### src/common/sha_pkg.sv
// ~~~~~~~~~~~~~~~~~~~~~~~~~~~~~~
// SHA-256 word and schedule types, round constants,
// initial hash and controller states
// ~~~~~~~~~~~~~~~~~~~~~~~~~~~~~~
package sha_pkg;

  typedef logic [31:0] word_t;       // Data word
  typedef logic [5:0]  sched_addr_t; // Schedule index t

  typedef struct packed {
    word_t a;  // H0 when used as hash
    word_t b;
    word_t c;
    word_t d;
    word_t e;
    word_t f;
    word_t g;
    word_t h;  // H7
  } hash_state_t;

  typedef struct packed {
    logic        en;
    sched_addr_t addr;
    word_t       data;
  } sched_wr_t;

  typedef struct packed {
    word_t w2;   // W[t-2]
    word_t w7;   // W[t-7]
    word_t w15;  // W[t-15]
    word_t w16;  // W[t-16]
  } sched_taps_t;

  localparam int BLOCK_WORDS = 16;  // Words per message block
  localparam int ROUNDS      = 64;

  // FIPS 180-4 sec. 4.2.2
  localparam word_t K_ROUND [ROUNDS] = '{
    32'h428a2f98, 32'h71374491, 32'hb5c0fbcf, 32'he9b5dba5,
    32'h3956c25b, 32'h59f111f1, 32'h923f82a4, 32'hab1c5ed5,
    32'hd807aa98, 32'h12835b01, 32'h243185be, 32'h550c7dc3,
    32'h72be5d74, 32'h80deb1fe, 32'h9bdc06a7, 32'hc19bf174,
    32'he49b69c1, 32'hefbe4786, 32'h0fc19dc6, 32'h240ca1cc,
    32'h2de92c6f, 32'h4a7484aa, 32'h5cb0a9dc, 32'h76f988da,
    32'h983e5152, 32'ha831c66d, 32'hb00327c8, 32'hbf597fc7,
    32'hc6e00bf3, 32'hd5a79147, 32'h06ca6351, 32'h14292967,
    32'h27b70a85, 32'h2e1b2138, 32'h4d2c6dfc, 32'h53380d13,
    32'h650a7354, 32'h766a0abb, 32'h81c2c92e, 32'h92722c85,
    32'ha2bfe8a1, 32'ha81a664b, 32'hc24b8b70, 32'hc76c51a3,
    32'hd192e819, 32'hd6990624, 32'hf40e3585, 32'h106aa070,
    32'h19a4c116, 32'h1e376c08, 32'h2748774c, 32'h34b0bcb5,
    32'h391c0cb3, 32'h4ed8aa4a, 32'h5b9cca4f, 32'h682e6ff3,
    32'h748f82ee, 32'h78a5636f, 32'h84c87814, 32'h8cc70208,
    32'h90befffa, 32'ha4506ceb, 32'hbef9a3f7, 32'hc67178f2
  };

  // Initial hash, sec. 5.3.3
  localparam hash_state_t H_INIT = '{
    a: 32'h6a09e667, b: 32'hbb67ae85, c: 32'h3c6ef372, d: 32'ha54ff53a,
    e: 32'h510e527f, f: 32'h9b05688c, g: 32'h1f83d9ab, h: 32'h5be0cd19
  };

  typedef enum logic [2:0] {
    ST_IDLE,
    ST_FETCH,     // Schedule being built
    ST_COMPRESS,  // Rounds running
    ST_WRITE,     // Digest to RAM
    ST_FINISH
  } ctrl_state_t;

endpackage

### src/common/mem_pkg.sv
// ~~~~~~~~~~~~~~~~~~~~~~~~~~~~~~
// External RAM address, block count and write bus
// ~~~~~~~~~~~~~~~~~~~~~~~~~~~~~~
package mem_pkg;
  import sha_pkg::*;

  typedef logic [11:0] ram_addr_t;  // 4096 word RAM
  typedef logic [15:0] blk_cnt_t;   // Message blocks to hash

  localparam ram_addr_t DIGEST_BASE = 12'h000;  // H0 lands here

  typedef struct packed {
    logic      en;
    ram_addr_t addr;
    word_t     data;
  } ram_wr_t;

endpackage

### src/sched/msg_sched.sv
// ~~~~~~~~~~~~~~~~~~~~~~~~~~~~~~
// Message load from RAM and W[16..63] expansion
// ~~~~~~~~~~~~~~~~~~~~~~~~~~~~~~
`timescale 1ns/10ps

module msg_sched import sha_pkg::*, mem_pkg::*; (
  input  logic        clk,
  input  logic        reset_n,
  input  logic        msg_start,
  input  logic        fetch_start,
  output ram_addr_t   ram_rd_addr,  // Runs across blocks
  input  word_t       ram_rd_data,
  output sched_addr_t tap_t,
  input  sched_taps_t taps,
  output sched_wr_t   sched_wr,
  output logic        sched_done
);

  typedef enum logic [2:0] {
    SC_IDLE,
    SC_LD_ADDR,   // RAM address out
    SC_LD_WR,     // RAM data into W[t]
    SC_EXP_RD,    // Tap read
    SC_EXP_WR     // Expanded W[t] written
  } sc_state_t;

  sc_state_t   state;
  sched_addr_t t;
  word_t       s0;
  word_t       s1;
  word_t       w_new;

  // Small sigma 1 on W[t-2], small sigma 0 on W[t-15]
  assign s1 = {taps.w2[16:0], taps.w2[31:17]} ^ {taps.w2[18:0], taps.w2[31:19]}
            ^ (taps.w2 >> 10);
  assign s0 = {taps.w15[6:0], taps.w15[31:7]} ^ {taps.w15[17:0], taps.w15[31:18]}
            ^ (taps.w15 >> 3);
  assign w_new = s1 + taps.w7 + s0 + taps.w16;

  assign tap_t    = t;  // sched_ram derives t-2 .. t-16
  assign sched_wr = '{
    en:   (state == SC_LD_WR) || (state == SC_EXP_WR),
    addr: t,
    data: (state == SC_LD_WR) ? ram_rd_data : w_new
  };

  always_ff @(posedge clk or negedge reset_n) begin
    if (!reset_n) begin
      state       <= SC_IDLE;
      t           <= '0;
      ram_rd_addr <= '0;
      sched_done  <= 1'b0;
    end else begin
      sched_done <= 1'b0;
      if (msg_start) begin
        ram_rd_addr <= '0;  // New message from address 0
      end
      case (state)
        SC_IDLE: begin
          if (fetch_start) begin
            t     <= '0;
            state <= SC_LD_ADDR;
          end
        end
        SC_LD_ADDR: state <= SC_LD_WR;
        SC_LD_WR: begin
          ram_rd_addr <= ram_rd_addr + 1'b1;
          t           <= t + 1'b1;
          if (t == sched_addr_t'(BLOCK_WORDS - 1)) begin
            state <= SC_EXP_RD;  // t now 16
          end else begin
            state <= SC_LD_ADDR;
          end
        end
        SC_EXP_RD: state <= SC_EXP_WR;
        SC_EXP_WR: begin
          if (t == sched_addr_t'(ROUNDS - 1)) begin
            sched_done <= 1'b1;  // W63 written
            state      <= SC_IDLE;
          end else begin
            t     <= t + 1'b1;
            state <= SC_EXP_RD;
          end
        end
        default: state <= SC_IDLE;
      endcase
    end
  end

endmodule

### config.mk
export PLATFORM = sky130hd
export DESIGN_NAME = msg_sched
export DESIGN_NICKNAME = d
export VERILOG_FILES = /design/src/common/sha_pkg.sv /design/src/common/mem_pkg.sv /design/src/sched/msg_sched.sv
export SDC_FILE = /design/constraint.sdc
export NUM_CORES = 1
export LEC_CHECK = 0
export BUFFER_PORTS_ARGS = -buffer_cell sky130_fd_sc_hd__buf_4
export CORE_MARGIN = 2
export CORE_UTILIZATION = 56
export DETAILED_ROUTE_END_ITERATION = 16
export GPL_TIMING_DRIVEN = 0
export PLACE_DENSITY = 0.95
export REMOVE_ABC_BUFFERS = 1
export SLEW_MARGIN = 20
export SYNTH_ARGS = -nofsm -noshare
export SYNTH_HDL_FRONTEND = slang
export SYNTH_SLANG_ARGS = --single-unit
### constraint.sdc
create_clock -name clk -period 9.3 [get_ports clk]
set_clock_uncertainty 0.2 [all_clocks]
set_input_delay 0.465 -clock clk [delete_from_list [all_inputs] [get_ports clk]]
set_output_delay 0.465 -clock clk [all_outputs]
set_load 0.05 [all_outputs]
### Word-level counts from Yosys, hierarchy flattened

Cells that the tools add are included.

| storage, ports and cells | value |
|---|---|
| RAM bits | 0 |
| output and inout bits | 58 |
| memory bits (read-only) | 0 |
| latch bits | 0 |
| bits of input ports | 164 |
| logic and storage cells | 38 |
| memories kept | 0 |
| bits in registers | 22 |

| cells by class | value |
|---|---|
| multiply operators | 0 |
| add/subtract/negate cells | 5 |
| bitwise logic cells | 4 |
| muxes and demuxes | 12 |
| equality and inequality tests | 8 |
| order comparisons | 0 |
| reduce and logical (&&, ||, !) cells | 5 |
| shift-type cells | 0 |
| divide/modulo/power cells | 0 |

Operators by type and width:

| operator | count |
|---|---|
| $add A32 B32 Y32 | 3 |
| $xor A32 B32 Y32 | 2 |
| $mux W32 | 1 |
| $xor A32 B22 Y32 | 1 |
| $xor A32 B29 Y32 | 1 |
| $mux W12 | 2 |
| $pmux W6 S3 | 1 |
| $pmux W3 S5 | 1 |
| $add A12 B1 Y12 const B | 1 |
| $mux W6 | 2 |
| $add A6 B1 Y6 const B | 1 |
| $eq A3 B2 Y1 const B | 2 |
| $eq A6 B4 Y1 const B | 1 |
| $eq A6 B6 Y1 const B | 1 |
| $mux W2 | 2 |
| $ne A2 B2 Y1 const B | 2 |
| $eq A3 B1 Y1 const B | 1 |
| $eq A3 B3 Y1 const B | 1 |
| $logic_not A3 Y1 | 1 |
| $mux W3 | 1 |
| $reduce_and A3 Y1 | 1 |
| $reduce_bool A3 Y1 | 1 |
| $mux W1 | 2 |
| $reduce_bool A2 Y1 | 1 |
| $logic_or A1 B1 Y1 | 1 |

### Longest topological paths before layout

| logic depth | value |
|---|---|
| depth after elaboration | 6 |
| gate-level depth with buffers | 17 |

### Worst setup path before layout

OpenSTA, ideal clock, no wires.

| timing | value |
|---|---|
| path kind | input to output |
| start | input taps[40] (netlist name) |
| end | output sched_wr[27] (netlist name) |
| stages on the path | 16 |
| arrival time | 4.603 ns |
| path slack | 4.032 ns |
| data required time | 8.635 ns |
| buffers on the path | 0 |
| cells stage by stage | xor2_1 > xnor2_1 > fa_1 > fa_1 > inv_1 > ha_1 > inv_1 > fa_1 > nor2b_4 > o31a_2 > o31ai_4 > o31ai_2 > a41oi_2 > o21ai_0 > xnor2_1 > o21ai_0 |

RTL lines:

| item | line | RTL |
|---|---|---|
| start: declaration | msg_sched.sv:14 | `input sched_taps_t taps,` |
| end: declaration | msg_sched.sv:15 | `output sched_wr_t sched_wr,` |

==> results.yml <==
outcome:
  outcome: "completed"
worst_setup_path:
  endpoint_kind: "primary output"
  critPathLaunchType: "input pin"
  crit_buf_inv: 4
  cp.arrival_ns: 5.04
  r2r-end: "ram_rd_addr[9]"
  crit_chain: "buf_4 > xor2_1 > xnor2_1 > fa_1 > fa_1 > inv_1 > ha_1 > inv_1 > fa_1 > nor2b_4 > o31a_2 > o31ai_4 > o31ai_2 > a41oi_2 > o31ai_1 > mux2_2 > a211oi_2 > buf_4"
  slowest_stage: "fa_1"
  worstSetupPathType: "input pin to primary output"
  timing.rr.start: "state[2]"
  worstPathRequired_ns: 8.64
  path_delay_family: "adder cells"
  cpPeakStageDelay_ns: 0.50
  cp_max_fo: 4
  crit_top_cell: "fa_1"
  reg2regPathDepth: 8
  rrSetupSlack_ns: 6.85
die:
  initial_core_util: 0.5706
  ios: 222
  core_mm2: 0.01023
  die_area_mm2: 0.01126
  die_x_um: 106.1
  dieHeight_um: 106.1
  rows: 37
synth:
  synthArstFlopShare: 1.000
  ys_ff_latch: 22
  synth_enable_flop_cells: 0
  postSynthCellCount: 729
  synth_cell_type_count: 61
  synth_area_per_cell_um2: 8.008
  ys.flop_type: "dfrtp_1"
  syn-cell-area_mm2: 0.005838
  synth_seq_area_share: 0.09430
  yosysWarnings: 0
final_layout:
  drive_above_1_share: 0.2594
  syn_to_final_growth_pct: 31.10
  finish.utilization: 0.7481
  final_nets: 1193
  antenna_cells: 0
  fillCellCount: 739
global_routing:
  track_usage: 0.3319
  overflow: 0
  grt_pass1_vias: 5858
  grt_max_degree: 37
  grt_pass1_wl_um: 29040
  antenna_found_initial: 0
placement:
  hpwl_um: 16210
  io_buffers: 221
  place.gp.congestion: 1.006
clock_network:
  cts_buffer_depth: 2
  cts_inserted_buffers: 3
  cts_resized: 0
  post_cts_buffers: 0
  cts-root-buf: "clkbuf_8"
  path_clk_slew_ns: 0.08
  cts_tree: "yes"
  insertion_delay_ns: 0.28
  cts.sink_count: 22
  h-tree-depth: 1
  cts_hold_buf: 1
hold_path:
  hp-start: "msg_start"
  hold_class: "input pin to flip-flop"
  hold_end: "ram_rd_addr[1]"
  hold_depth: 3
timing:
  timing.fmax_mhz: 175.4
  fin_crit_ns: 5.700
  tns_ns: 0
  finalHoldViolations: 0
  timing.final.crit_share: 0.6129
  tightest_slew_ns: 0.8827
  final_max_slew_viol_count: 0
  setup_violations: 0
  rsz0062_at_grt: "no"
  max_slew_margin: 0.4101
detailed_routing:
  wl_um: 18640
  routed_via_density: 5.524
  num_vias: 5905
  wire_per_inst_um: 17.44
  drt_iter0_drc: 397
  drc: 0
  firstDrtPassIters: 5
  ant_nets: 0
pwr:
  p_leak_uw: 0.003866
  p_per_area_mw_per_mm2: 398.4
  irDropWorstVdd_mv: 0.4676
run:
  max_cap_violations: 0
final cells by class:
cell class | count | area (um2) | share of cell area
Multi-Input combinational cell | 555 | 4681 | 0.6116
Timing Repair Buffer | 223 | 1697 | 0.2217
Sequential cell | 22 | 550.5 | 0.07193
Inverter | 129 | 484.2 | 0.06327
Tap cell | 136 | 170.2 | 0.02223
Clock buffer | 3 | 41.29 | 0.005395
Clock inverter | 1 | 30.03 | 0.003923
worst max path at each step:
stage	from	endpoint	cells past startpoint
2_1_floorplan	taps[40]	sched_wr[27]	16
3_3_place_gp	taps[40]	sched_wr[31]	18
3_5_place_dp	taps[40]	sched_wr[31]	18
4_1_cts	taps[40]	sched_wr[31]	18
5_1_grt	taps[40]	sched_wr[31]	18
6_report	taps[40]	sched_wr[31]	18
flip-flops by register name (all words and copies together) (netlist names):
name / count
state: 3
sched_done: 1
tap_t: 6
ram_rd_addr: 12
worst reg2reg max path, stage by stage, from the launching register on:
cell      delay (ns)
dfrtp_1         0.42
nand2b_1        0.27
nand2b_2        0.44
buf_16          0.27
nor2_1          0.16
and4_1          0.26
nand4_1         0.12
nand3_1         0.09
o21ai_0         0.10
where the power goes:
| part | switching, uW | internal [uW] | total (uW) | leakage, uW |
|---|---|---|---|---|
| registers | 27.7 | 113 | 141 | 0.000299 |
| clock network | 34.2 | 57.7 | 91.9 | 0.0000357 |
| logic | 1860 | 956 | 2820 | 0.00353 |
metrics by stage:
stage	instances	hold WS [ns]	worst slack (ns)	instance area, um2	power (uW)
finish	1069	0.2567	3.600	7654	3049
global route	1069	0.2951	3.489	7654	3240
CTS	1069	0.2548	3.643	7654	3030
detailed placement	1064	0.1633	3.652	7572	2927
global placement	1063	0.1654	3.781	7537	2871
floorplan	706	-0.03059	4.029	5708	2153
cell usage after synthesis (7+ instances only):
cell	n	area share
a21o_1	10	0.013
a21oi_1	52	0.045
buf_4	7	0.0090
clkbuf_1	10	0.0064
dfrtp_1	22	0.094
fa_1	62	0.21
ha_1	33	0.071
inv_1	129	0.083
nand2_1	49	0.032
nand3_1	14	0.012
nand4_1	9	0.0096
nor2_1	48	0.031
nor3_1	7	0.0060
o21ai_0	47	0.040
xnor2_1	85	0.13
xor2_1	60	0.090
cells in the final DEF, fill, tap and decap left out, types with 4 or more instances in the layout:
cell / count
o21ai_0: 47
nand2_1: 49
a21oi_1: 52
and3_1: 4
a211oi_1: 4
nand2b_1: 4
nor2_1: 48
nand3_1: 14
o31ai_1: 4
o21bai_1: 4
ha_1: 33
buf_4: 221
nor2b_1: 4
inv_1: 129
xor2_1: 60
xnor2_1: 85
fa_1: 62
a21o_1: 10
nor3_1: 7
nand4_1: 9
o21a_1: 5
dfrtp_1: 22
metal layers:
layer,track usage,share of wire,vias up
li1,-,-,2750
met1,0.3903,0.37,2779
met2,0.6136,0.52,322
met3,0.03250,0.066,54
met4,0.1372,0.040,0
met5,0,0,-
cell families (layout without fill, tap and decap cells):
kind of cell / count (synthesis) / count (layout) / share of synthesized area
flip-flops: 22 / 22 / 0.09430
AO/OA/AOI/OAI: 152 / 152 / 0.1631
buffers and inverters: 152 / 356 / 0.1052
multiplexers: 3 / 3 / 0.005572
adder cells (fa/ha/maj): 95 / 95 / 0.2833
XOR/XNOR: 145 / 145 / 0.2175
AND/OR/NAND/NOR: 160 / 160 / 0.1309
Power figures use the tool's default switching activity.
