$ cat src/common/sha_pkg.sv
// ~~~~~~~~~~~~~~~~~~~~~~~~~~~~~~
// SHA-256 word and schedule types, round constants,
// initial hash and controller states
// ~~~~~~~~~~~~~~~~~~~~~~~~~~~~~~
package sha_pkg;

  typedef logic [31:0] word_t;       // Data word
  typedef logic [5:0]  sched_addr_t; // Schedule index t

  typedef struct packed {
    word_t a;  // H0 when used as hash
    word_t b;
    word_t c;
    word_t d;
    word_t e;
    word_t f;
    word_t g;
    word_t h;  // H7
  } hash_state_t;

  typedef struct packed {
    logic        en;
    sched_addr_t addr;
    word_t       data;
  } sched_wr_t;

  typedef struct packed {
    word_t w2;   // W[t-2]
    word_t w7;   // W[t-7]
    word_t w15;  // W[t-15]
    word_t w16;  // W[t-16]
  } sched_taps_t;

  localparam int BLOCK_WORDS = 16;  // Words per message block
  localparam int ROUNDS      = 64;

  // FIPS 180-4 sec. 4.2.2
  localparam word_t K_ROUND [ROUNDS] = '{
    32'h428a2f98, 32'h71374491, 32'hb5c0fbcf, 32'he9b5dba5,
    32'h3956c25b, 32'h59f111f1, 32'h923f82a4, 32'hab1c5ed5,
    32'hd807aa98, 32'h12835b01, 32'h243185be, 32'h550c7dc3,
    32'h72be5d74, 32'h80deb1fe, 32'h9bdc06a7, 32'hc19bf174,
    32'he49b69c1, 32'hefbe4786, 32'h0fc19dc6, 32'h240ca1cc,
    32'h2de92c6f, 32'h4a7484aa, 32'h5cb0a9dc, 32'h76f988da,
    32'h983e5152, 32'ha831c66d, 32'hb00327c8, 32'hbf597fc7,
    32'hc6e00bf3, 32'hd5a79147, 32'h06ca6351, 32'h14292967,
    32'h27b70a85, 32'h2e1b2138, 32'h4d2c6dfc, 32'h53380d13,
    32'h650a7354, 32'h766a0abb, 32'h81c2c92e, 32'h92722c85,
    32'ha2bfe8a1, 32'ha81a664b, 32'hc24b8b70, 32'hc76c51a3,
    32'hd192e819, 32'hd6990624, 32'hf40e3585, 32'h106aa070,
    32'h19a4c116, 32'h1e376c08, 32'h2748774c, 32'h34b0bcb5,
    32'h391c0cb3, 32'h4ed8aa4a, 32'h5b9cca4f, 32'h682e6ff3,
    32'h748f82ee, 32'h78a5636f, 32'h84c87814, 32'h8cc70208,
    32'h90befffa, 32'ha4506ceb, 32'hbef9a3f7, 32'hc67178f2
  };

  // Initial hash, sec. 5.3.3
  localparam hash_state_t H_INIT = '{
    a: 32'h6a09e667, b: 32'hbb67ae85, c: 32'h3c6ef372, d: 32'ha54ff53a,
    e: 32'h510e527f, f: 32'h9b05688c, g: 32'h1f83d9ab, h: 32'h5be0cd19
  };

  typedef enum logic [2:0] {
    ST_IDLE,
    ST_FETCH,     // Schedule being built
    ST_COMPRESS,  // Rounds running
    ST_WRITE,     // Digest to RAM
    ST_FINISH
  } ctrl_state_t;

endpackage

$ cat src/common/mem_pkg.sv
// ~~~~~~~~~~~~~~~~~~~~~~~~~~~~~~
// External RAM address, block count and write bus
// ~~~~~~~~~~~~~~~~~~~~~~~~~~~~~~
package mem_pkg;
  import sha_pkg::*;

  typedef logic [11:0] ram_addr_t;  // 4096 word RAM
  typedef logic [15:0] blk_cnt_t;   // Message blocks to hash

  localparam ram_addr_t DIGEST_BASE = 12'h000;  // H0 lands here

  typedef struct packed {
    logic      en;
    ram_addr_t addr;
    word_t     data;
  } ram_wr_t;

endpackage

$ cat src/rtl/sha256_ctrl.sv
// ~~~~~~~~~~~~~~~~~~~~~~~~~~~~~~
// Block sequencer, busy/RAM select and digest write-back
// ~~~~~~~~~~~~~~~~~~~~~~~~~~~~~~
`timescale 1ns/10ps

module sha256_ctrl import sha_pkg::*, mem_pkg::*; (
  input  logic        clk,
  input  logic        reset_n,
  input  logic        go,
  input  blk_cnt_t    num_blocks,
  input  logic        sched_done,
  input  logic        compress_done,
  input  hash_state_t hash,
  output logic        msg_start,       // Rewind RAM read pointer
  output logic        fetch_start,     // Build schedule for next block
  output logic        compress_start,
  output logic        init_h,          // Load H_INIT
  output ram_wr_t     ram_wr,
  output logic        ram_sel,
  output logic        busy
);

  ctrl_state_t state;
  blk_cnt_t    blk_cnt;   // Blocks still to compress
  logic [2:0]  wr_idx;    // Digest word select
  word_t       hash_word;

  // H0 sits in the top word of the struct
  assign hash_word = hash[{3'd7 - wr_idx, 5'd0} +: 32];

  always_ff @(posedge clk or negedge reset_n) begin
    if (!reset_n) begin
      state          <= ST_IDLE;
      blk_cnt        <= '0;
      wr_idx         <= '0;
      msg_start      <= 1'b0;
      fetch_start    <= 1'b0;
      compress_start <= 1'b0;
      init_h         <= 1'b0;
      ram_wr         <= '0;
      ram_sel        <= 1'b0;
      busy           <= 1'b0;
    end else begin
      msg_start      <= 1'b0;       // Pulses by default
      init_h         <= 1'b0;
      compress_start <= 1'b0;
      ram_wr.en      <= 1'b0;
      fetch_start    <= msg_start;  // First fetch trails msg_start
      case (state)
        ST_IDLE: begin
          if (go) begin             // go only seen here
            busy      <= 1'b1;
            ram_sel   <= 1'b1;
            init_h    <= 1'b1;
            msg_start <= 1'b1;
            blk_cnt   <= num_blocks;
            state     <= ST_FETCH;
          end
        end
        ST_FETCH: begin
          if (sched_done) begin
            compress_start <= 1'b1;
            state          <= ST_COMPRESS;
          end
        end
        ST_COMPRESS: begin
          if (compress_done) begin  // Hash already chained
            blk_cnt <= blk_cnt - 1'b1;
            if (blk_cnt > blk_cnt_t'(1)) begin
              fetch_start <= 1'b1;
              state       <= ST_FETCH;
            end else begin
              wr_idx <= '0;
              state  <= ST_WRITE;
            end
          end
        end
        ST_WRITE: begin             // One word per cycle, H0 first
          ram_wr <= '{en: 1'b1, addr: DIGEST_BASE + ram_addr_t'(wr_idx), data: hash_word};
          wr_idx <= wr_idx + 1'b1;
          if (wr_idx == 3'd7) begin
            state <= ST_FINISH;
          end
        end
        ST_FINISH: begin            // Last write on the bus now
          busy    <= 1'b0;
          ram_sel <= 1'b0;
          state   <= ST_IDLE;
        end
        default: state <= ST_IDLE;
      endcase
    end
  end

endmodule

$ cat config.mk
export PLATFORM = sky130hd
export DESIGN_NAME = sha256_ctrl
export DESIGN_NICKNAME = d
export VERILOG_FILES = /design/src/common/sha_pkg.sv /design/src/common/mem_pkg.sv /design/src/rtl/sha256_ctrl.sv
export SDC_FILE = /design/constraint.sdc
export NUM_CORES = 1
export LEC_CHECK = 0
export BUFFER_PORTS_ARGS = -buffer_cell sky130_fd_sc_hd__buf_2
export CAP_MARGIN = 30
export CORE_AREA = 5 5 124 126
export CTS_BUF_LIST = sky130_fd_sc_hd__clkbuf_16
export CTS_CLUSTER_DIAMETER = 60
export DETAILED_ROUTE_END_ITERATION = 7
export DIE_AREA = 0 0 129 131
export PLACE_DENSITY = 0.77
export SYNTH_ARGS = -nofsm -noshare
export SYNTH_HDL_FRONTEND = slang
export SYNTH_SLANG_ARGS = --single-unit
$ cat constraint.sdc
create_clock -name clk -period 5 [get_ports clk]
set_input_delay 1 -clock clk [delete_from_list [all_inputs] [get_ports clk]]
set_output_delay 1 -clock clk [all_outputs]
set_load 0.02 [all_outputs]
; Word level (Yosys, flattened, before mapping)
; Cells that the tools add are included.
[word_totals]
in_bits = 277
regBits = 62
[op_classes]
n_reduce_logical = 8
n_addsub = 3
order_cmp = 1
n_mux = 22
n_eq_ne = 10
shift = 1
[ops]
columns = operator, n
row1 = 256-bit by 9-bit variable part select with 32-bit output, 1
row2 = 45-bit two-way mux, 1
row3 = 16-bit two-way mux, 2
row4 = 16-bit case mux with 2 select lines, 1
row5 = 3-bit two-way mux, 6
row6 = "16-bit by 1-bit greater-than comparator with 1-bit output, second input constant", 1
row7 = "16-bit by 1-bit subtractor with 16-bit output, second input constant", 1
row8 = 3-bit case mux with 4 select lines, 1
row9 = "2-bit != test, second input constant", 5
row10 = 1-bit two-way mux, 8
row11 = "3-bit by 2-bit == test with 1-bit output, second input constant", 2
row12 = "3-bit == test, second input constant", 2
row13 = 3-bit case mux with 2 select lines, 1
row14 = 3-bit AND reduction, 2
row15 = 2-bit nonzero test, 3
row16 = 4-bit AND reduction, 1
row17 = "3-bit by 1-bit adder with 3-bit output, second input constant", 1
row18 = "3-bit by 1-bit == test with 1-bit output, second input constant", 1
row19 = 3-bit logical NOT, 1
row20 = "3-bit subtractor, first input constant", 1
row21 = 2-bit two-way mux, 1
row22 = 1-bit case mux with 2 select lines, 1
row23 = 2-bit AND reduction, 1

; Depth between registers and ports, before layout
; Gate-level depths: netlist of the first run.
[logic_depth]
ltp_word = 4
mapped_depth = 7
ltp_nobuf = 6

; Worst setup path before layout of the first run
; OpenSTA, ideal clock, no wires.
[synth_timing]
kind = input to register
startpoint = input compress_done
endpoint = register blk_cnt[15]
arrival_time_ps = 1915
cell_stages = 4
setup_ps = 82
t_required_ps = 4918
slack_ps = 3003
n_path_buf = 0
cell_sequence = mux2i_1 or3_1 or3_1 a31oi_1
[synth_between]
elab_chain_len = 2
[synth_lines]
columns = element, line
row1 = from (decl), sha256_ctrl.sv:12  ; input logic compress_done,
row2 = 2-bit != test (no source line), n/a
row3 = 3-bit AND reduction (no source line), n/a
row4 = to (signal assigned), sha256_ctrl.sv:56  ; blk_cnt <= num_blocks;
row5 = to (signal assigned), sha256_ctrl.sv:68  ; blk_cnt <= blk_cnt - 1'b1;
row6 = to (decl), sha256_ctrl.sv:24  ; blk_cnt_t blk_cnt;
; No other way between the ends.
; A chain may end at the register's enable or synchronous reset.

; Worst setup path after layout of the first run
[layout_timing]
startpoint = register state[1]
endpoint = register wr_idx[2]
[layout_between]
elab_chain_len = 3
elab_cells_between_ends = 7
[layout_lines]
columns = element, line
row1 = from (decl), sha256_ctrl.sv:23  ; ctrl_state_t state;
row2 = from (signal assigned), sha256_ctrl.sv:33  ; state <= ST_IDLE;
row3 = from (signal assigned), sha256_ctrl.sv:57  ; state <= ST_FETCH;
row4 = from (signal assigned), sha256_ctrl.sv:63  ; state <= ST_COMPRESS;
row5 = 3-bit by 2-bit == test with 1-bit output, sha256_ctrl.sv:49  ; case (state)
row6 = 2-bit != test (no source line) / 2-bit nonzero test (equally long branches), n/a
row7 = 3-bit AND reduction (no source line), n/a
row8 = to (signal assigned), sha256_ctrl.sv:80  ; wr_idx <= wr_idx + 1'b1;
row9 = to (decl), sha256_ctrl.sv:25  ; logic [2:0] wr_idx;
; Several ways; a longest one is shown, not always the timed one.

==> results of run 1 <==
## report_power, final
part	internal [mW]	switching, mW
Combinational	0.866	0.944
Clock	0.433	0.234
Sequential	0.744	0.291
Total	2.04	1.47
## cells by family (layout without fill, tap and decap cells)
group,Yosys count,in the layout,synth area share (%)
AND/OR/NAND/NOR,101,101,10.9
adder cells (fa/ha/maj),4,4,1.06
AO/OA/AOI/OAI,98,98,12.3
buffers and inverters,57,348,6.60
multiplexers,92,92,36.4
flip-flops,62,62,32.7
other,1,13,0.0791
## worst paths after layout
check | slack (ps) | endpoint | startpoint | cells past startpoint
setup / recovery | 2370 | wr_idx[2] | state[1] | 5
max in group asynchronous | 3400 | wr_idx[1] | reset_n | 2
min in group asynchronous | 640 | ram_wr[3] | reset_n | 1
hold reg to reg | 470 | ram_wr[18] | ram_wr[18] | 2
setup reg to reg | 2370 | wr_idx[2] | state[1] | 5
hold / removal | 470 | ram_wr[18] | ram_wr[18] | 2
## Yosys cell counts, drive strengths merged, types with 4 or more instances
cell type	number	area (um^2)
a21oi	15	75.1
a2bb2oi	4	35.0
a31oi	10	62.6
buf	34	226
clkbuf	14	52.6
dfrtp	62	1550
ha	4	50.1
inv	8	30.0
mux2i	27	270
mux4	64	1440
nand2	50	188
nor2	21	78.8
nor3	5	35.0
nor4	4	46.3
o21ai	47	235
o2bb2ai	4	35.0
## registers in the layout, summed over array words and instances, names as in the netlist
signal / cells
busy: 1
state: 3
init_h: 1
ram_wr: 36
wr_idx: 3
compress_start: 1
fetch_start: 1
blk_cnt: 16
## layer usage
| layer | part of all wire, % | vias to the layer above |
|---|---|---|
| li1 | - | 2184 |
| met1 | 38 | 2348 |
| met2 | 49 | 236 |
| met3 | 9.4 | 58 |
| met4 | 3.3 | 14 |
| met5 | 0.57 | - |
## worst max-delay path, cell delays in order, from the launching register on
cell	delay, ps
dfrtp_1	490
nor2b_1	220
nand2_2	700
clkinv_1	660
a22oi_1	300
o21ai_0	110
## stage by stage
stage               hold slack (ps)  utilization (%)  total power, mW  setup WS (ps)
global placement                458             44.8             2.82           2360
detailed placement              465             44.8             2.87           2360
finish                          471             47.0             3.51           2370
floorplan                       457                -             2.37           3000
global route                    501             47.0             3.77           1960
CTS                             477             47.0             3.54           2320
## layout make-up
| type | instances | area (um^2) | share of cell area (%) |
|---|---|---|---|
| Multi-Input combinational cell | 304 | 2910 | 43.5 |
| Timing Repair Buffer | 323 | 1630 | 24.4 |
| Clock inverter | 7 | 88.8 | 1.33 |
| Tap cell | 184 | 230 | 3.45 |
| Antenna cell | 4 | 10.0 | 0.150 |
| Inverter | 9 | 33.8 | 0.506 |
| Sequential cell | 62 | 1560 | 23.3 |
| Clock buffer | 9 | 225 | 3.37 |
==> flow_summary_export.csv, run 1 <==
group,metric,value,unit
outcome,status,"complete, no violations",
clocking,ctsResizeCount,0,
sta,rsz0062_at_grt,"no",
placed_design,io_buffers,318,
floorplanning,top_level_ports,328,
logic_synthesis,ys_ff_latch,62,
clocking,hold_buffers,0,
hold_path,min_path_type,"reg2reg",
finish,stdcell_count,902,
floorplanning,std_cell_rows,44,
clocking,clk_latency,330,ps
critical_path,worst-path-max-fanout,58,
routing,vias,4840,
grt,grt_pass1_wl,27000,um
logic_synthesis,postSynthAreaPerCell,11.4,um^2
grt,grt_usage,21.1,%
routing,wirelength,18200,um
floorplanning,core,14200,um^2
routing,vias_per_cell,5.37,
critical_path,endpoint_kind,"register",
logic_synthesis,synth_flop_cell,"dfrtp_1",
critical_path,cp-start-kind,"register",
logic_synthesis,synthesis.area,4740,um^2
floorplanning,start_util,33.4,%
grt,grt_busiest_layer,"met2",
sta,layout_min_cycle_time,2630,ps
clocking,clock_path_buffers,2,
critical_path,critPathKind,"reg2reg",
grt,grt-ovfl-total,0,
finish,layout_common_cells,"buf_2 (318), mux4_2 (64), dfrtp_1 (59)",
grt,grt_pass1_vias,4889,
sta,finalClockSkew,7.28,ps
critical_path,crit_arrival,2820,ps
clocking,cts_buffers,9,
pwr,p_leak,3.30,nW
flow_run,cap_violations,0,
finish,final_cell_area,6680,um^2
sta,hold_viol,0,
pwr,peakVddDrop,0.000217,V
routing,final_antenna_net_count,0,
logic_synthesis,synth-seq-area-share,32.7,%
pwr,powerDensity,526,nW/um^2
clocking,cts_tree,"yes",
routing,wl_per_cell,20.2,um
logic_synthesis,async_flop_share,100,%
placed_design,place_congestion,0.854,
routing,first_pass_iters,4,
finish,layout-drive-gt1-share,58.3,%
placed_design,dpl-instance-area,6360,um^2
sta,finalCritPeriodShare,52.5,%
floorplanning,die_h,131,um
sta,max_freq,381,MHz
clocking,cts_setup_buffers,0,
finish,fillers,1365,
clocking,cts_sinks,62,
logic_synthesis,yosysUniqueCellTypes,50,
grt,grt_max_degree,59,
clocking,clkTransAtPathRegs,50,ps
clocking,cts_htree_levels,3,
floorplanning,fp.dieW,129,um
finish,nets,990,
floorplanning,die-area,16900,um^2
routing,drc,0,
logic_synthesis,syn-instance-count,415,
sta,worstMarginPinSlew,980,ps
grt,met3_usage,7.93,%
grt,gr-usage-met1,25.6,%
grt,grt_use_met2,34.1,%
placed_design,hpwl,15000,um
placed_design,place_inst,882,
clocking,cts_root_buf,"clkbuf_16",
sta,drv_slew,0,
finish,syn_to_final_growth,41.0,%
sta,setup_viol,0,
logic_synthesis,synth-edff-count,0,
sta,fin_tns_setup,0,ps
critical_path,cp.required,5190,ps
finish,final_common_cell,"buf_2",
sta,timing.slew.headroom,34.4,%
logic_synthesis,ys_warn_count,0,
routing,first_iter_violations,325,
grt,antenna_found_initial,9,
(Power assumes the default switching activity.)
==> run 2: changes to the inputs <==
--- a/config.mk
+++ b/config.mk
@@ -7,12 +7,12 @@
 export LEC_CHECK = 0
 export BUFFER_PORTS_ARGS = -buffer_cell sky130_fd_sc_hd__buf_2
 export CAP_MARGIN = 30
-export CORE_AREA = 5 5 124 126
+export CORE_AREA = 5 5 125 127
 export CTS_BUF_LIST = sky130_fd_sc_hd__clkbuf_16
 export CTS_CLUSTER_DIAMETER = 60
 export DETAILED_ROUTE_END_ITERATION = 7
-export DIE_AREA = 0 0 129 131
-export PLACE_DENSITY = 0.77
+export DIE_AREA = 0 0 130 132
+export PLACE_DENSITY = 0.78
 export SYNTH_ARGS = -nofsm -noshare
 export SYNTH_HDL_FRONTEND = slang
 export SYNTH_SLANG_ARGS = --single-unit
==> constraint.sdc (replaced) <==
create_clock -name clk -period 2.4 [get_ports clk]
set_input_delay 0.48 -clock clk [delete_from_list [all_inputs] [get_ports clk]]
set_output_delay 0.48 -clock clk [all_outputs]
set_load 0.02 [all_outputs]
==> run 2 against run 1 <==
Largest cell class unchanged. Sequential power up 100%. Non-clock buffer count grew 11. Sequential share of layout area down 0.42 points. Maximum frequency up 28%. Worst setup slack lost 2000 ps. First-iteration DRC count up 22%. Die area increased by 1.5%. Clock skew shrank 3.7 ps. Flip-flop and latch count unchanged. Critical endpoint is now blk_cnt[13]. Hold slack worse by 340 ps. Via count fell by 0.52%. Register-to-register slack worse by 2000 ps.
==> flow_summary_export.csv, run 2 (synthesis gave the netlist of run 1 again) <==
group,metric,value,unit
grt,grt_max_degree,58,
finish,nets,1001,
sta,hold_viol,0,
routing,wl_per_cell,20.1,um
outcome,status,"complete, no violations",
routing,vias_per_cell,5.27,
critical_path,path_cells,"or3b_1, nor3_2, a32oi_1, o2bb2ai_1",
placed_design,io_buffers,318,
sta,setup_viol,0,
finish,final_cell_area,6810,um^2
placed_design,hpwl,15300,um
grt,antenna_found_initial,12,
finish,layout-drive-gt1-share,58.9,%
grt,grt_pass1_wl,27600,um
critical_path,cp-start-kind,"register",
finish,largestRegisters,"ram_wr: 36 flops, blk_cnt: 16 flops",
clocking,hold_buffers,0,
sta,worstMarginPinSlew,742,ps
clocking,clk_latency,340,ps
clocking,cts_htree_levels,3,
routing,vias,4815,
critical_path,slowest_stage,"or3b_1",
clocking,cts_tree,"yes",
clocking,clkTransAtPathRegs,50,ps
sta,finalClockSkew,3.62,ps
sta,fin_tns_setup,0,ps
critical_path,crit_buf_inv,0,
floorplanning,core,14300,um^2
pwr,p_leak,3.36,nW
critical_path,reg2reg_slack,350,ps
finish,layout_common_cells,"buf_2 (318), mux4_2 (64), dfrtp_1 (59)",
placed_design,dpl-instance-area,6480,um^2
floorplanning,die-area,17200,um^2
critical_path,cp.required,2650,ps
routing,first_iter_violations,395,
grt,grt-ovfl-total,0,
sta,layout_min_cycle_time,2050,ps
clocking,cts_buffers,9,
sta,finalCritPeriodShare,85.6,%
pwr,total_power,7.48,mW
finish,seq_area,1560,um^2
sta,drv_slew,0,
sta,rsz0062_at_grt,"no",
critical_path,critPathKind,"reg2reg",
floorplanning,std_cell_rows,44,
clocking,cts_setup_buffers,0,
finish,fillers,1351,
flow_run,cap_violations,0,
clocking,cts_root_buf,"clkbuf_16",
finish,final_common_cell,"buf_2",
sta,timing.slew.headroom,50.5,%
routing,final_antenna_net_count,0,
finish,regMostFlops,"ram_wr",
floorplanning,die_h,132,um
clocking,ctsResizeCount,0,
finish,largest_register_ffs,36,
critical_path,worst-path-max-fanout,24,
routing,first_pass_iters,4,
clocking,clock_path_buffers,2,
sta,max_freq,487,MHz
floorplanning,top_level_ports,328,
finish,syn_to_final_growth,43.6,%
floorplanning,fp.dieW,130,um
critical_path,crit_arrival,2300,ps
pwr,powerDensity,1100,nW/um^2
placed_design,place_congestion,0.913,
critical_path,endpoint_kind,"register",
routing,wirelength,18300,um
grt,grt_pass1_vias,4888,
hold_path,min_path_type,"in2async",
floorplanning,start_util,33.1,%
pwr,peakVddDrop,0.000446,V
finish,multi_input_area,2910,um^2
grt,grt_usage,21.2,%
critical_path,crit_path_max_incr_delay,710,ps
critical_path,cp_top_family,"simple AND/OR/NAND/NOR gates",
clocking,cts_sinks,62,
routing,drc,0,
-- run 2: layout make-up --
class,instances,area share (%)
repair buffers,334,25.7
flip-flops and latches,62,22.9
diodes,5,0.184
clock buffers,9,3.31
multi-input cells,304,42.7
clock inverters,7,1.32
inverters,9,0.496
well taps,184,3.38
-- run 2: routing by layer --
| metal | GRT usage (%) | wire length, um |
|---|---|---|
| met3 | 7.09 | 1750 |
| met5 | 0 | 84 |
| met2 | 34.4 | 9200 |
| met4 | 8.49 | 496 |
| met1 | 25.9 | 6810 |
-- run 2: path summary, 6_finish.rpt --
check	start	cells past startpoint	endpoint
max in group asynchronous	reset_n	2	ram_wr[4]
worst max register to register	state[1]	4	blk_cnt[13]
worst max-delay path	state[1]	4	blk_cnt[13]
worst min-delay path	reset_n	1	wr_idx[1]
worst min register to register	ram_wr[21]	2	ram_wr[21]
min in group clk	go	3	busy
-- run 2: worst reg2reg max path: cells and delay by family, from the launching register on --
| family | cells | cell delay [ps] |
|---|---|---|
| AOI/OAI and AO/OA | 2 | 350 |
| DFF | 1 | 540 |
| and+or+nand+nor | 2 | 1080 |
-- run 2: power by group --
group | switching (mW) | internal (mW) | total (mW)
registers | 0.561 | 1.55 | 2.11
clock network | 0.491 | 0.901 | 1.39
logic | 2.07 | 1.91 | 3.98
-- run 2: through the flow --
step	hold WS, ps	setup WS, ps	cells	utilization [%]
3_3_place_gp	459	524	893	45.3
4_1_cts	139	364	909	47.5
3_5_place_dp	465	414	893	45.3
6_report	135	346	914	47.5
5_1_grt	167	240	913	47.5
2_1_floorplan	184	792	423	-
==> run 3: changes to the inputs <==
==> constraint.sdc (replaced) <==
create_clock -name clk -period 2.4 [get_ports clk]
set_input_delay 0.6 -clock clk [delete_from_list [all_inputs] [get_ports clk]]
set_output_delay 0.6 -clock clk [all_outputs]
set_load 0.02 [all_outputs]
==> run 3 against run 2 <==
Worst setup slack gained 110 ps. Clock power about the same. Clock skew about the same. First-iteration DRC count down 40%. Via count is 0.85% lower. Maximum frequency is 5.6% higher. Non-clock buffer count shrank 1. Critical endpoint unchanged. Total power shrank 0.53%. Critical path depth unchanged. Highest routed layer unchanged. Hold slack better by 120 ps. Wire length down 1.6%.
==> flow_summary_export.csv, run 3 (synthesis gave the netlist of run 1 again) <==
group,metric,value,unit
outcome,status,"complete, no violations",
clocking,hold_buffers,0,
routing,wl_per_cell,19.8,um
placed_design,place_congestion,0.899,
clocking,cts_setup_buffers,0,
sta,max_freq,514,MHz
sta,layout_min_cycle_time,1950,ps
critical_path,worstRegToRegCells,4,
pwr,peakVddDrop,0.000425,V
grt,grt-ovfl-total,0,
sta,worstMarginPinSlew,708,ps
critical_path,cp_top_family,"simple AND/OR/NAND/NOR gates",
floorplanning,core,14300,um^2
routing,vias_per_cell,5.23,
finish,fillers,1369,
routing,vias,4774,
flow_run,cap_violations,0,
critical_path,cp.required,2660,ps
sta,rsz0062_at_grt,"no",
clocking,cts_tree,"yes",
finish,largestRegisters,"ram_wr: 36 flops, blk_cnt: 16 flops",
finish,syn_to_final_growth,43.4,%
sta,drv_slew,0,
clocking,cts_root_buf,"clkbuf_16",
critical_path,path_cells,"or3b_1, nor3_2, a32oi_1, o2bb2ai_1",
clocking,cts_htree_levels,3,
finish,nets,1000,
critical_path,critPathKind,"reg2reg",
routing,final_antenna_net_count,0,
finish,final_common_cell,"buf_2",
hold_path,min_path_type,"in2async",
sta,timing.slew.headroom,52.8,%
pwr,p_leak,3.36,nW
finish,largest_register_ffs,36,
sta,fin_tns_setup,0,ps
routing,first_iter_violations,238,
sta,hold_viol,0,
pwr,total_power,7.44,mW
clocking,clock_path_buffers,2,
critical_path,timing.rr.end,"blk_cnt[13]",
floorplanning,top_level_ports,328,
floorplanning,fp.dieW,130,um
critical_path,cp-start-kind,"register",
placed_design,hpwl,15200,um
grt,grt_pass1_wl,26900,um
pwr,powerDensity,1100,nW/um^2
floorplanning,die_h,132,um
sta,worst_slack,454,ps
finish,layout-drive-gt1-share,58.8,%
finish,fin_util,47.5,%
clocking,cts_sinks,62,
critical_path,endpoint_kind,"register",
floorplanning,start_util,33.1,%
clocking,cts_buffers,9,
critical_path,crit_path_max_incr_delay,700,ps
grt,grt_usage,20.6,%
critical_path,r2r-start,"state[1]",
placed_design,io_buffers,318,
sta,finalCritPeriodShare,81.1,%
critical_path,crit_arrival,2210,ps
sta,finalClockSkew,3.78,ps
critical_path,worst-path-max-fanout,23,
finish,final_cell_area,6790,um^2
grt,grt_pass1_vias,4880,
clocking,ctsResizeCount,0,
floorplanning,std_cell_rows,44,
clocking,clk_latency,330,ps
floorplanning,die-area,17200,um^2
sta,hold_ws,255,ps
placed_design,dpl-instance-area,6470,um^2
routing,first_pass_iters,4,
grt,antenna_found_initial,13,
finish,stdcell_count,912,
critical_path,crit_buf_inv,0,
routing,wirelength,18000,um
critical_path,slowest_stage,"or3b_1",
placed_design,place_inst,892,
clocking,clkTransAtPathRegs,50,ps
finish,regMostFlops,"ram_wr",
placed_design,post-place-ws,395,ps
sta,setup_viol,0,
finish,layout_common_cells,"buf_2 (318), mux4_2 (64), dfrtp_1 (59)",
routing,drc,0,
critical_path,reg2reg_slack,450,ps
critical_path,cp-startpoint,"state[1]",
grt,grt_max_degree,58,
==> run 3: how the worst max path moves through the flow <==
stage / to / slack (ps) / depth (start not counted)
after detailed placement: blk_cnt[15] / 400 / 5
after CTS: blk_cnt[13] / 450 / 4
after global placement: blk_cnt[15] / 440 / 5
after global routing: blk_cnt[13] / 290 / 4
final: blk_cnt[13] / 450 / 4
after floorplan: ram_wr[0] / 790 / 5
==> run 3: cell type report <==
cell class                      count  area [um^2]  area share [%]
Clock inverter                      7         88.8            1.31
Tap cell                          184          230            3.39
Inverter                            9         33.8           0.497
Timing Repair Buffer              333         1740            25.6
Sequential cell                    62         1560            22.9
Antenna cell                        4         10.0           0.147
Multi-Input combinational cell    304         2910            42.8
Clock buffer                        9          225            3.31
==> run 3: per-layer routing <==
metal  track usage, %  vias to the layer above  routed length, um
li1                 -                     2200                  -
met4             8.14                       16                446
met2             33.9                      226               9140
met5                0                        -                 89
met3             8.35                       40               1880
met1             23.7                     2292               6490
==> run 3: power breakdown <==
group	switching (mW)	internal, mW
Sequential	0.549	1.55
Clock	0.481	0.901
Combinational	2.06	1.90
